==> config.mk <==
export PLATFORM = sky130hd
export DESIGN_NAME = counter_mem_top
export DESIGN_NICKNAME = d
export VERILOG_FILES = /design/src/rtl/cntmem_pkg.sv /design/src/rtl/word_align.sv /design/src/rtl/counter_bank.sv /design/src/rtl/host_port.sv /design/src/rtl/counter_mem_top.sv
export SDC_FILE = /design/constraint.sdc
export NUM_CORES = 1
export LEC_CHECK = 0
export BUFFER_PORTS_ARGS = -buffer_cell sky130_fd_sc_hd__buf_4
export CAP_MARGIN = 10
export CORE_AREA = 2 2 399 401
export CTS_BUF_LIST = sky130_fd_sc_hd__clkbuf_4 sky130_fd_sc_hd__clkbuf_8
export DETAILED_ROUTE_END_ITERATION = 16
export DIE_AREA = 0 0 401 403
export PLACE_DENSITY = 0.41
export SLEW_MARGIN = 30
export SYNTH_ARGS = -nofsm -noshare
export SYNTH_HDL_FRONTEND = slang
export SYNTH_SLANG_ARGS = --single-unit
==> constraint.sdc <==
create_clock -name clk -period 6 [get_ports clk]
set_input_delay 0.6 -clock clk [delete_from_list [all_inputs] [get_ports clk]]
set_output_delay 0.6 -clock clk [all_outputs]
set_load 0.01 [all_outputs]
==> src/rtl/cntmem_pkg.sv <==
`default_nettype none

package cntmem_pkg;

  localparam int PAR_MAX = 64;  // Widest word the parity helper accepts

  // Command a bank carries down its pipeline
  typedef enum logic [1:0] {
    OP_IDLE  = 2'd0,
    OP_COUNT = 2'd1,
    OP_HRD   = 2'd2,
    OP_HWR   = 2'd3
  } bank_op_t;

  typedef enum logic {
    ST_CLEAR = 1'b0,
    ST_RUN   = 1'b1
  } host_state_t;

  function automatic int bits_for(input int n);
    return (n > 1) ? $clog2(n) : 1;
  endfunction

  // Physical row width with one parity bit per word
  function automatic int row_width(input int width, input int nwrds);
    return nwrds * (width + 1);
  endfunction

  function automatic logic word_parity(input logic [PAR_MAX-1:0] w);
    return ^w;  // Even parity
  endfunction

endpackage

`default_nettype wire

==> src/rtl/word_align.sv <==
`default_nettype none
`timescale 1ns/1ps

module word_align import cntmem_pkg::*; #(
  parameter int WIDTH = 16,
  parameter int NUMWRDS = 4,
  parameter int NUMSROW = 64,
  localparam int ADR_BITS = bits_for(NUMWRDS * NUMSROW),
  localparam int ROW_BITS = bits_for(NUMSROW),
  localparam int WRD_BITS = bits_for(NUMWRDS),
  localparam int MEM_W = WIDTH + 1,
  localparam int PHY_W = row_width(WIDTH, NUMWRDS)
) (
  input  logic [ADR_BITS-1:0] adr,
  input  logic [WIDTH-1:0]    wdata,
  input  logic [PHY_W-1:0]    row_data,
  output logic [ROW_BITS-1:0] row,
  output logic [PHY_W-1:0]    bw,
  output logic [PHY_W-1:0]    wrow,
  output logic [WIDTH-1:0]    rword,
  output logic                perr
);

  logic [WRD_BITS-1:0] wrd;
  logic [MEM_W-1:0]    wslot;
  logic [MEM_W-1:0]    rslot;

  assign row = ROW_BITS'(adr / NUMWRDS);
  assign wrd = WRD_BITS'(adr % NUMWRDS);

  // Parity sits above the data bits in each slot
  assign wslot = {word_parity(PAR_MAX'(wdata)), wdata};
  assign wrow  = PHY_W'(wslot) << (wrd * MEM_W);
  assign bw    = PHY_W'({MEM_W{1'b1}}) << (wrd * MEM_W);

  assign rslot = MEM_W'(row_data >> (wrd * MEM_W));
  assign rword = rslot[WIDTH-1:0];
  assign perr  = ^rslot;  // Nonzero on an odd number of flipped bits

endmodule

`default_nettype wire

==> src/rtl/counter_bank.sv <==
`default_nettype none
`timescale 1ns/1ps

module counter_bank import cntmem_pkg::*; #(
  parameter int WIDTH = 16,
  parameter int NUMWRDS = 4,
  parameter int NUMSROW = 64,
  parameter int SRAM_DELAY = 2,
  parameter bit IS_FIRST = 1'b0,
  localparam int ADR_BITS = bits_for(NUMWRDS * NUMSROW),
  localparam int ROW_BITS = bits_for(NUMSROW),
  localparam int PHY_W = row_width(WIDTH, NUMWRDS)
) (
  input  logic                clk,
  input  logic                arst_n,
  input  logic                cnt,
  input  logic [ADR_BITS-1:0] ct_adr,
  input  logic [WIDTH-1:0]    imm,
  input  logic                host_rd,
  input  logic                host_wr,
  input  logic [ADR_BITS-1:0] host_adr,
  input  logic [WIDTH-1:0]    host_din,
  input  logic [ROW_BITS-1:0] clear_row,
  input  logic                clearing,
  input  logic [PHY_W-1:0]    bank_dout,
  output logic                ct_vld,
  output logic                ct_serr,
  output logic [WIDTH-1:0]    part_word,
  output logic                part_serr,
  output logic                bank_write,
  output logic [ROW_BITS-1:0] bank_wr_adr,
  output logic [PHY_W-1:0]    bank_bw,
  output logic [PHY_W-1:0]    bank_din,
  output logic                bank_read,
  output logic [ROW_BITS-1:0] bank_rd_adr
);

  bank_op_t            iss_op;
  logic [ADR_BITS-1:0] iss_adr;
  logic [WIDTH-1:0]    iss_val;

  bank_op_t            s_op  [1:SRAM_DELAY];
  logic [ADR_BITS-1:0] s_adr [1:SRAM_DELAY];
  logic [WIDTH-1:0]    s_val [1:SRAM_DELAY];

  // Recent writes with the newest in entry 1
  logic                h_vld  [1:SRAM_DELAY];
  logic                h_clr  [1:SRAM_DELAY];
  logic [ADR_BITS-1:0] h_adr  [1:SRAM_DELAY];
  logic [ROW_BITS-1:0] h_row  [1:SRAM_DELAY];
  logic [WIDTH-1:0]    h_data [1:SRAM_DELAY];

  bank_op_t            e_op;
  logic [ADR_BITS-1:0] e_adr;
  logic [ROW_BITS-1:0] e_row;
  logic [WIDTH-1:0]    mem_word;
  logic                mem_perr;
  logic [WIDTH-1:0]    fwd_word;
  logic                fwd_hit;
  logic [WIDTH-1:0]    wr_word;
  logic [ROW_BITS-1:0] wa_row;
  logic [PHY_W-1:0]    wa_bw;
  logic [PHY_W-1:0]    wa_data;

  always_comb begin
    iss_op  = OP_IDLE;
    iss_adr = ct_adr;
    iss_val = imm;
    if (clearing) begin
      iss_op = OP_IDLE;
    end else if (host_wr) begin
      iss_op  = OP_HWR;
      iss_adr = host_adr;
      iss_val = IS_FIRST ? host_din : '0;  // Other banks hold zero after a write
    end else if (host_rd) begin
      iss_op  = OP_HRD;
      iss_adr = host_adr;
    end else if (cnt) begin
      iss_op = OP_COUNT;
    end
  end

  assign bank_read   = (iss_op == OP_HRD) || (iss_op == OP_COUNT);
  assign bank_rd_adr = ROW_BITS'(iss_adr / NUMWRDS);

  always_ff @(posedge clk or negedge arst_n) begin
    if (!arst_n) begin
      for (int i = 1; i <= SRAM_DELAY; i++) begin
        s_op[i]  <= OP_IDLE;
        h_vld[i] <= 1'b0;
      end
    end else begin
      s_op[1]  <= iss_op;
      h_vld[1] <= bank_write;
      for (int i = 2; i <= SRAM_DELAY; i++) begin
        s_op[i]  <= s_op[i-1];
        h_vld[i] <= h_vld[i-1];
      end
    end
  end

  always_ff @(posedge clk) begin
    s_adr[1]  <= iss_adr;
    s_val[1]  <= iss_val;
    h_clr[1]  <= clearing;
    h_adr[1]  <= e_adr;
    h_row[1]  <= bank_wr_adr;
    h_data[1] <= clearing ? '0 : wr_word;
    for (int i = 2; i <= SRAM_DELAY; i++) begin
      s_adr[i]  <= s_adr[i-1];
      s_val[i]  <= s_val[i-1];
      h_clr[i]  <= h_clr[i-1];
      h_adr[i]  <= h_adr[i-1];
      h_row[i]  <= h_row[i-1];
      h_data[i] <= h_data[i-1];
    end
  end

  assign e_op  = s_op[SRAM_DELAY];
  assign e_adr = s_adr[SRAM_DELAY];

  word_align #(
    .WIDTH   (WIDTH),
    .NUMWRDS (NUMWRDS),
    .NUMSROW (NUMSROW)
  ) word_align_rd_i (
    .adr      (e_adr),
    .wdata    ('0),
    .row_data (bank_dout),
    .row      (e_row),
    .bw       (),
    .wrow     (),
    .rword    (mem_word),
    .perr     (mem_perr)
  );

  // Newest matching write overrides the stored word
  always_comb begin
    fwd_hit  = 1'b0;
    fwd_word = mem_word;
    for (int k = SRAM_DELAY; k >= 1; k--) begin
      if (h_vld[k] && (h_clr[k] ? (h_row[k] == e_row) : (h_adr[k] == e_adr))) begin
        fwd_hit  = 1'b1;
        fwd_word = h_data[k];
      end
    end
  end

  assign wr_word = (e_op == OP_COUNT) ? fwd_word + s_val[SRAM_DELAY] : s_val[SRAM_DELAY];

  word_align #(
    .WIDTH   (WIDTH),
    .NUMWRDS (NUMWRDS),
    .NUMSROW (NUMSROW)
  ) word_align_wr_i (
    .adr      (e_adr),
    .wdata    (wr_word),
    .row_data ('0),
    .row      (wa_row),
    .bw       (wa_bw),
    .wrow     (wa_data),
    .rword    (),
    .perr     ()
  );

  always_comb begin
    bank_write  = 1'b0;
    bank_wr_adr = wa_row;
    bank_bw     = wa_bw;
    bank_din    = wa_data;
    if (clearing) begin
      bank_write  = 1'b1;
      bank_wr_adr = clear_row;
      bank_bw     = '1;
      bank_din    = '0;  // Zero words carry zero parity
    end else if ((e_op == OP_COUNT) || (e_op == OP_HWR)) begin
      bank_write = 1'b1;
    end
  end

  assign part_word = fwd_word;
  assign part_serr = (e_op == OP_HRD) && !fwd_hit && mem_perr;

  always_ff @(posedge clk or negedge arst_n) begin
    if (!arst_n) begin
      ct_vld  <= 1'b0;
      ct_serr <= 1'b0;
    end else begin
      ct_vld  <= (e_op == OP_COUNT);
      ct_serr <= (e_op == OP_COUNT) && !fwd_hit && mem_perr;
    end
  end

endmodule

`default_nettype wire

==> src/rtl/host_port.sv <==
`default_nettype none
`timescale 1ns/1ps

module host_port import cntmem_pkg::*; #(
  parameter int WIDTH = 16,
  parameter int NUMCTPT = 4,
  parameter int NUMWRDS = 4,
  parameter int NUMSROW = 64,
  parameter int SRAM_DELAY = 2,
  localparam int ADR_BITS = bits_for(NUMWRDS * NUMSROW),
  localparam int ROW_BITS = bits_for(NUMSROW)
) (
  input  logic                     clk,
  input  logic                     arst_n,
  input  logic                     read,
  input  logic                     write,
  input  logic [ADR_BITS-1:0]      addr,
  input  logic [WIDTH-1:0]         din,
  input  logic [NUMCTPT*WIDTH-1:0] part_word,
  input  logic [NUMCTPT-1:0]       part_serr,
  output logic                     ready,
  output logic                     host_rd,
  output logic                     host_wr,
  output logic [ADR_BITS-1:0]      host_adr,
  output logic [WIDTH-1:0]         host_din,
  output logic [ROW_BITS-1:0]      clear_row,
  output logic                     clearing,
  output logic                     rd_vld,
  output logic [WIDTH-1:0]         rd_dout,
  output logic                     rd_serr
);

  host_state_t         state;
  logic [ROW_BITS-1:0] clr_cnt;
  bank_op_t            tag [1:SRAM_DELAY];
  logic [WIDTH-1:0]    sum;
  logic                serr_any;

  always_ff @(posedge clk or negedge arst_n) begin
    if (!arst_n) begin
      state   <= ST_CLEAR;
      clr_cnt <= '0;
    end else begin
      case (state)
        ST_CLEAR: begin
          clr_cnt <= clr_cnt + 1'b1;
          if (clr_cnt == ROW_BITS'(NUMSROW - 1)) begin
            state <= ST_RUN;
          end
        end
        default: state <= ST_RUN;
      endcase
    end
  end

  assign ready     = (state == ST_RUN);
  assign clearing  = (state == ST_CLEAR);
  assign clear_row = clr_cnt;

  // Write wins when both strobes are high
  assign host_wr  = write && ready;
  assign host_rd  = read && ready && !write;
  assign host_adr = addr;
  assign host_din = din;

  always_ff @(posedge clk or negedge arst_n) begin
    if (!arst_n) begin
      for (int i = 1; i <= SRAM_DELAY; i++) begin
        tag[i] <= OP_IDLE;
      end
    end else begin
      tag[1] <= host_rd ? OP_HRD : OP_IDLE;
      for (int i = 2; i <= SRAM_DELAY; i++) begin
        tag[i] <= tag[i-1];
      end
    end
  end

  // Partial sums wrap modulo 2**WIDTH
  always_comb begin
    sum      = '0;
    serr_any = 1'b0;
    for (int p = 0; p < NUMCTPT; p++) begin
      sum      = sum + part_word[p*WIDTH +: WIDTH];
      serr_any = serr_any | part_serr[p];
    end
  end

  always_ff @(posedge clk or negedge arst_n) begin
    if (!arst_n) begin
      rd_vld  <= 1'b0;
      rd_serr <= 1'b0;
    end else begin
      rd_vld  <= (tag[SRAM_DELAY] == OP_HRD);
      rd_serr <= (tag[SRAM_DELAY] == OP_HRD) && serr_any;
    end
  end

  always_ff @(posedge clk) begin
    if (tag[SRAM_DELAY] == OP_HRD) begin
      rd_dout <= sum;
    end
  end

endmodule

`default_nettype wire

==> src/rtl/counter_mem_top.sv <==
`default_nettype none
`timescale 1ns/1ps

module counter_mem_top import cntmem_pkg::*; #(
  parameter int WIDTH = 16,
  parameter int NUMCTPT = 4,
  parameter int NUMWRDS = 4,
  parameter int NUMSROW = 64,
  parameter int SRAM_DELAY = 2,
  localparam int ADR_BITS = bits_for(NUMWRDS * NUMSROW),
  localparam int ROW_BITS = bits_for(NUMSROW),
  localparam int PHY_W = row_width(WIDTH, NUMWRDS)
) (
  input  logic                        clk,
  input  logic                        arst_n,
  input  logic [NUMCTPT-1:0]          cnt,
  input  logic [NUMCTPT*ADR_BITS-1:0] ct_adr,
  input  logic [NUMCTPT*WIDTH-1:0]    imm,
  output logic [NUMCTPT-1:0]          ct_vld,
  output logic [NUMCTPT-1:0]          ct_serr,
  input  logic                        read,
  input  logic                        write,
  input  logic [ADR_BITS-1:0]         addr,
  input  logic [WIDTH-1:0]            din,
  output logic                        rd_vld,
  output logic [WIDTH-1:0]            rd_dout,
  output logic                        rd_serr,
  output logic                        ready,
  output logic [NUMCTPT-1:0]          bank_write,
  output logic [NUMCTPT*ROW_BITS-1:0] bank_wr_adr,
  output logic [NUMCTPT*PHY_W-1:0]    bank_bw,
  output logic [NUMCTPT*PHY_W-1:0]    bank_din,
  output logic [NUMCTPT-1:0]          bank_read,
  output logic [NUMCTPT*ROW_BITS-1:0] bank_rd_adr,
  input  logic [NUMCTPT*PHY_W-1:0]    bank_dout
);

  logic                     host_rd;
  logic                     host_wr;
  logic [ADR_BITS-1:0]      host_adr;
  logic [WIDTH-1:0]         host_din;
  logic [ROW_BITS-1:0]      clear_row;
  logic                     clearing;
  logic [NUMCTPT*WIDTH-1:0] part_word;
  logic [NUMCTPT-1:0]       part_serr;

  host_port #(
    .WIDTH      (WIDTH),
    .NUMCTPT    (NUMCTPT),
    .NUMWRDS    (NUMWRDS),
    .NUMSROW    (NUMSROW),
    .SRAM_DELAY (SRAM_DELAY)
  ) host_port_i (
    .clk       (clk),
    .arst_n    (arst_n),
    .read      (read),
    .write     (write),
    .addr      (addr),
    .din       (din),
    .part_word (part_word),
    .part_serr (part_serr),
    .ready     (ready),
    .host_rd   (host_rd),
    .host_wr   (host_wr),
    .host_adr  (host_adr),
    .host_din  (host_din),
    .clear_row (clear_row),
    .clearing  (clearing),
    .rd_vld    (rd_vld),
    .rd_dout   (rd_dout),
    .rd_serr   (rd_serr)
  );

  for (genvar p = 0; p < NUMCTPT; p++) begin : g_bank
    counter_bank #(
      .WIDTH      (WIDTH),
      .NUMWRDS    (NUMWRDS),
      .NUMSROW    (NUMSROW),
      .SRAM_DELAY (SRAM_DELAY),
      .IS_FIRST   (p == 0)
    ) counter_bank_i (
      .clk         (clk),
      .arst_n      (arst_n),
      .cnt         (cnt[p]),
      .ct_adr      (ct_adr[p*ADR_BITS +: ADR_BITS]),
      .imm         (imm[p*WIDTH +: WIDTH]),
      .host_rd     (host_rd),
      .host_wr     (host_wr),
      .host_adr    (host_adr),
      .host_din    (host_din),
      .clear_row   (clear_row),
      .clearing    (clearing),
      .bank_dout   (bank_dout[p*PHY_W +: PHY_W]),
      .ct_vld      (ct_vld[p]),
      .ct_serr     (ct_serr[p]),
      .part_word   (part_word[p*WIDTH +: WIDTH]),
      .part_serr   (part_serr[p]),
      .bank_write  (bank_write[p]),
      .bank_wr_adr (bank_wr_adr[p*ROW_BITS +: ROW_BITS]),
      .bank_bw     (bank_bw[p*PHY_W +: PHY_W]),
      .bank_din    (bank_din[p*PHY_W +: PHY_W]),
      .bank_read   (bank_read[p]),
      .bank_rd_adr (bank_rd_adr[p*ROW_BITS +: ROW_BITS])
    );
  end

endmodule

`default_nettype wire

==> flow_summary.toml <==
[run_status]
status = "finished with violations"
failed_checks = "setup timing"

[route]
via_per_inst = 3.80
wl_mm = 128
drt-initial-drc-count = 1032
vias = 23018
drc = 0
wire_per_inst_um = 21.1
drtAntennaViolNets = 0
dr.pass1.iters = 5

[power_and_ir_drop]
power_density_mw_per_mm2 = 246
p_leak_nw = 19.0
vdd_drop_max_v = 0.000173

[critical_path]
critPathMaxFanout = 7
worstPathRequired_ns = 5.40
cp.arrival_ns = 5.71
endpoint_kind = "output pin"
crit_path_start_kind = "flop"
worstSetupPathType = "reg -> out"
reg2reg_slack_ns = 0.37

[floorplanning]
start_util_pct = 16.6
fp.coreArea_mm2 = 0.157
io_pins = 1027
dieWidth_um = 401
die_area_mm2 = 0.162
die_h_um = 403
num_rows = 146

[final_layout]
design_area_mm2 = 0.0411
fin_util_pct = 26.1
final_common_cell = "buf_4"
syn_to_final_growth_pct = 57.7
fillers = 16843
layout.nets = 4421
layout_common_cells = "buf_4 (1300), dfxtp_1 (400), nor2_1 (322)"
instances_no_fill = 6056
drive_gt1_share_pct = 48.0

[synthesis]
yosys.area_share.simple_pct = 14.9
syn-instance-count = 2783
synth-adder-area-share_pct = 6.73
netlist_area_mm2 = 0.0261
synth_mux_area_share_pct = 9.62
seq_area_frac_synth_pct = 38.7
synth-main-ff-cell = "dfxtp_1"
ys_async_sr_fraction_pct = 7.60
ys_seq_elements = 487
synth_edf_count = 16
synth-compound-area-share_pct = 7.27
yosysUniqueCellTypes = 85
synth_top_family_by_area = "simple AND/OR/NAND/NOR gates"
synth_xor_area_share_pct = 10.4
ys.warnings.count = 0
syn_avg_cell_area_um2 = 9.37
synth_nets = 3303

[clocking]
cts_tree = "yes"
clk_pin_slew_worst_paths_ns = 0.06
clock-sinks = 487
h-tree-depth = 3
cts_buffer_depth = 3
cts-root-buf = "clkbuf_8"
cts_buffers = 91
worstSkewPairLatency_ns = 0.78

[global_routing]
gr-total-overflow = 0
grt_pass1_wl_mm = 172
antenna_found_initial = 18
grt_max_degree = 113
first_global_vias = 22940
grtUsageTotal_pct = 15.0

[placement]
gp_congestion = 0.857
port_buffers = 1026
placed_area_mm2 = 0.0359
dpl_worst_slack_ns = -0.141
dp_hpwl_mm = 105
dp.cells = 5729

[timing]
hold_viol = 0
relSlewSlack_pct = 27.9
finalCritPeriodShare_pct = 105
skew_ns = 0.0435
rsz0062_at_grt = "true"
worstMarginPinSlew_ns = 1.08
drv_slew = 0
fmax_mhz = 159
period_minus_slack_ns = 6.31
layout_setup_ws_ns = -0.308
setup_tns_ns = -3.04
finalSetupViolCount = 16

[min_path]
min_path_type = "in -> reg"

[run]
cap_violations = 0
-- registers in the layout, summed over array words and instances, names as in the netlist, 2 cells and up --
| signal | cells |
|---|---|
| g_bank.counter_bank_i.h_data | 128 |
| g_bank.counter_bank_i.s_val | 128 |
| g_bank.counter_bank_i.h_adr | 64 |
| g_bank.counter_bank_i.s_adr | 64 |
| g_bank.counter_bank_i.h_row | 48 |
| host_port_i.rd_dout | 16 |
| g_bank.counter_bank_i.h_vld | 8 |
| host_port_i.clear_row | 6 |
| g_bank.counter_bank_i.e_op | 5 |
| g_bank.counter_bank_i.s_op | 5 |
| g_bank.counter_bank_i.ct_serr | 4 |
| g_bank.counter_bank_i.ct_vld | 4 |
| g_bank.counter_bank_i.h_clr | 2 |
| host_port_i.tag | 2 |
-- area by class of cell --
type	count	area [µm²]	area share [%]
multi-input combinational	1745	14300	34.7
antenna	9	22.5	0.0547
timing repair buffer	1451	11500	28.0
clock buffer	137	1760	4.28
inverter	125	478	1.16
tap	2072	2590	6.30
sequential	487	10200	24.8
clock inverter	30	300	0.730
-- timing repair --
action / CTS / global route
buffers inserted: 41 / 31
endpoints found under the setup margin: 106 / 60
endpoints found under the hold margin: 112 / 0
cloned: 1 / 0
pin swaps: 94 / 87
hold buffers: 85 / 0
resized for setup: 230 / 188
-- report_power, final --
part / internal, W / leakage (nW) / switching, W / total (W)
Clock: 0.00204 / 1.09 / 0.00157 / 0.00361
Sequential: 0.00340 / 4.22 / 0.0000774 / 0.00348
Combinational: 0.00153 / 13.7 / 0.00151 / 0.00304
Total: 0.00697 / 19.0 / 0.00315 / 0.0101
-- cells by family after synthesis --
logic type               after synthesis
AO/OA/AOI/OAI                        290
multiplexers                         163
XOR/XNOR                             284
flip-flops                           487
buffers and inverters                551
AND/OR/NAND/NOR                      888
adder cells (fa/ha/maj)              120
-- per-layer routing --
layer / up-vias / global-route usage (%) / wire length, µm
li1: 11171 / - / -
met2: 710 / 27.6 / 66500
met4: 8 / 3.71 / 2250
met5: - / 0 / 52
met3: 114 / 3.43 / 6720
met1: 11015 / 17.5 / 52300
-- synthesized netlist by cell type (4+ instances only) --
cell / n / area, µm²
a211o_1: 9 / 78.8
buf_2: 33 / 165
edfxtp_1: 16 / 480
ha_1: 86 / 1080
mux4_2: 68 / 1530
dfrtp_1: 37 / 926
inv_1: 121 / 454
clkbuf_1: 84 / 315
o31ai_1: 11 / 82.6
nor4_1: 15 / 93.8
nand3_1: 29 / 145
buf_1: 11 / 41.3
a21boi_0: 5 / 37.5
xnor2_1: 198 / 1730
o211ai_1: 15 / 113
dfxtp_1: 434 / 8690
or4_1: 5 / 37.5
a21o_1: 26 / 195
nor3b_1: 5 / 37.5
a211oi_1: 8 / 60.1
nand2_1: 322 / 1210
nor3_1: 17 / 85.1
a21oi_1: 63 / 315
o21ai_0: 86 / 430
xor2_1: 70 / 613
o21a_1: 14 / 105
nor2b_1: 8 / 50.1
nor2_1: 347 / 1300
or2_2: 10 / 62.6
fa_1: 34 / 681
and2_1: 49 / 307
buf_4: 296 / 2220
mux2i_1: 75 / 751
mux2_2: 19 / 214
nand2b_1: 30 / 188
nand4_1: 22 / 138
a31oi_1: 5 / 31.3
nor2_2: 4 / 25.0
or3_1: 7 / 43.8
o21ai_1: 8 / 40.0
xnor3_1: 12 / 270
-- stage by stage --
stage / power [W] / hold WS [ns]
CTS: 0.0103 / 0.000217
global placement: 0.00637 / 0.311
finish: 0.0101 / 0.0956
detailed placement: 0.00637 / 0.312
global route: 0.0107 / 0.0344
floorplan: 0.00514 / 0.304
-- worst paths after layout --
path	startpoint	cells past startpoint	end
worst max-delay path	g_bank[1].counter_bank_i.s_adr[2][0]$_DFF_P_	21	bank_din[84]
worst min-delay path	imm[41]	2	g_bank[2].counter_bank_i.s_val[1][9]$_DFF_P_
worst max register to register	g_bank[0].counter_bank_i.s_adr[2][5]$_DFF_P_	29	host_port_i.rd_dout[15]$_DFFE_PP_
worst min register to register	g_bank[1].counter_bank_i.s_val[1][6]$_DFF_P_	0	g_bank[1].counter_bank_i.s_val[2][6]$_DFF_P_
max in group asynchronous	arst_n	2	host_port_i.ready$_DFF_PN0_
min in group asynchronous	arst_n	2	g_bank[3].counter_bank_i.h_vld[0]$_DFF_PN0_
-- worst max-delay path, cell delays in order (launching register included) --
cell and delay, ns:
dfxtp_4 0.38, buf_8 0.16, buf_6 0.17, mux4_2 0.60, mux2i_2 0.21, o21ai_2 0.09
ha_2 0.19, inv_2 0.06, fa_2 0.44, xor2_1 0.18, mux2i_1 0.16, xnor2_1 0.15
xnor3_1 0.46, xnor2_2 0.15, xnor2_1 0.16, xnor3_1 0.26, xnor3_1 0.24, xor3_1 0.22
or2_4 0.26, buf_6 0.14, nor2_2 0.09, buf_4 0.13
(Power assumes the default switching activity.)
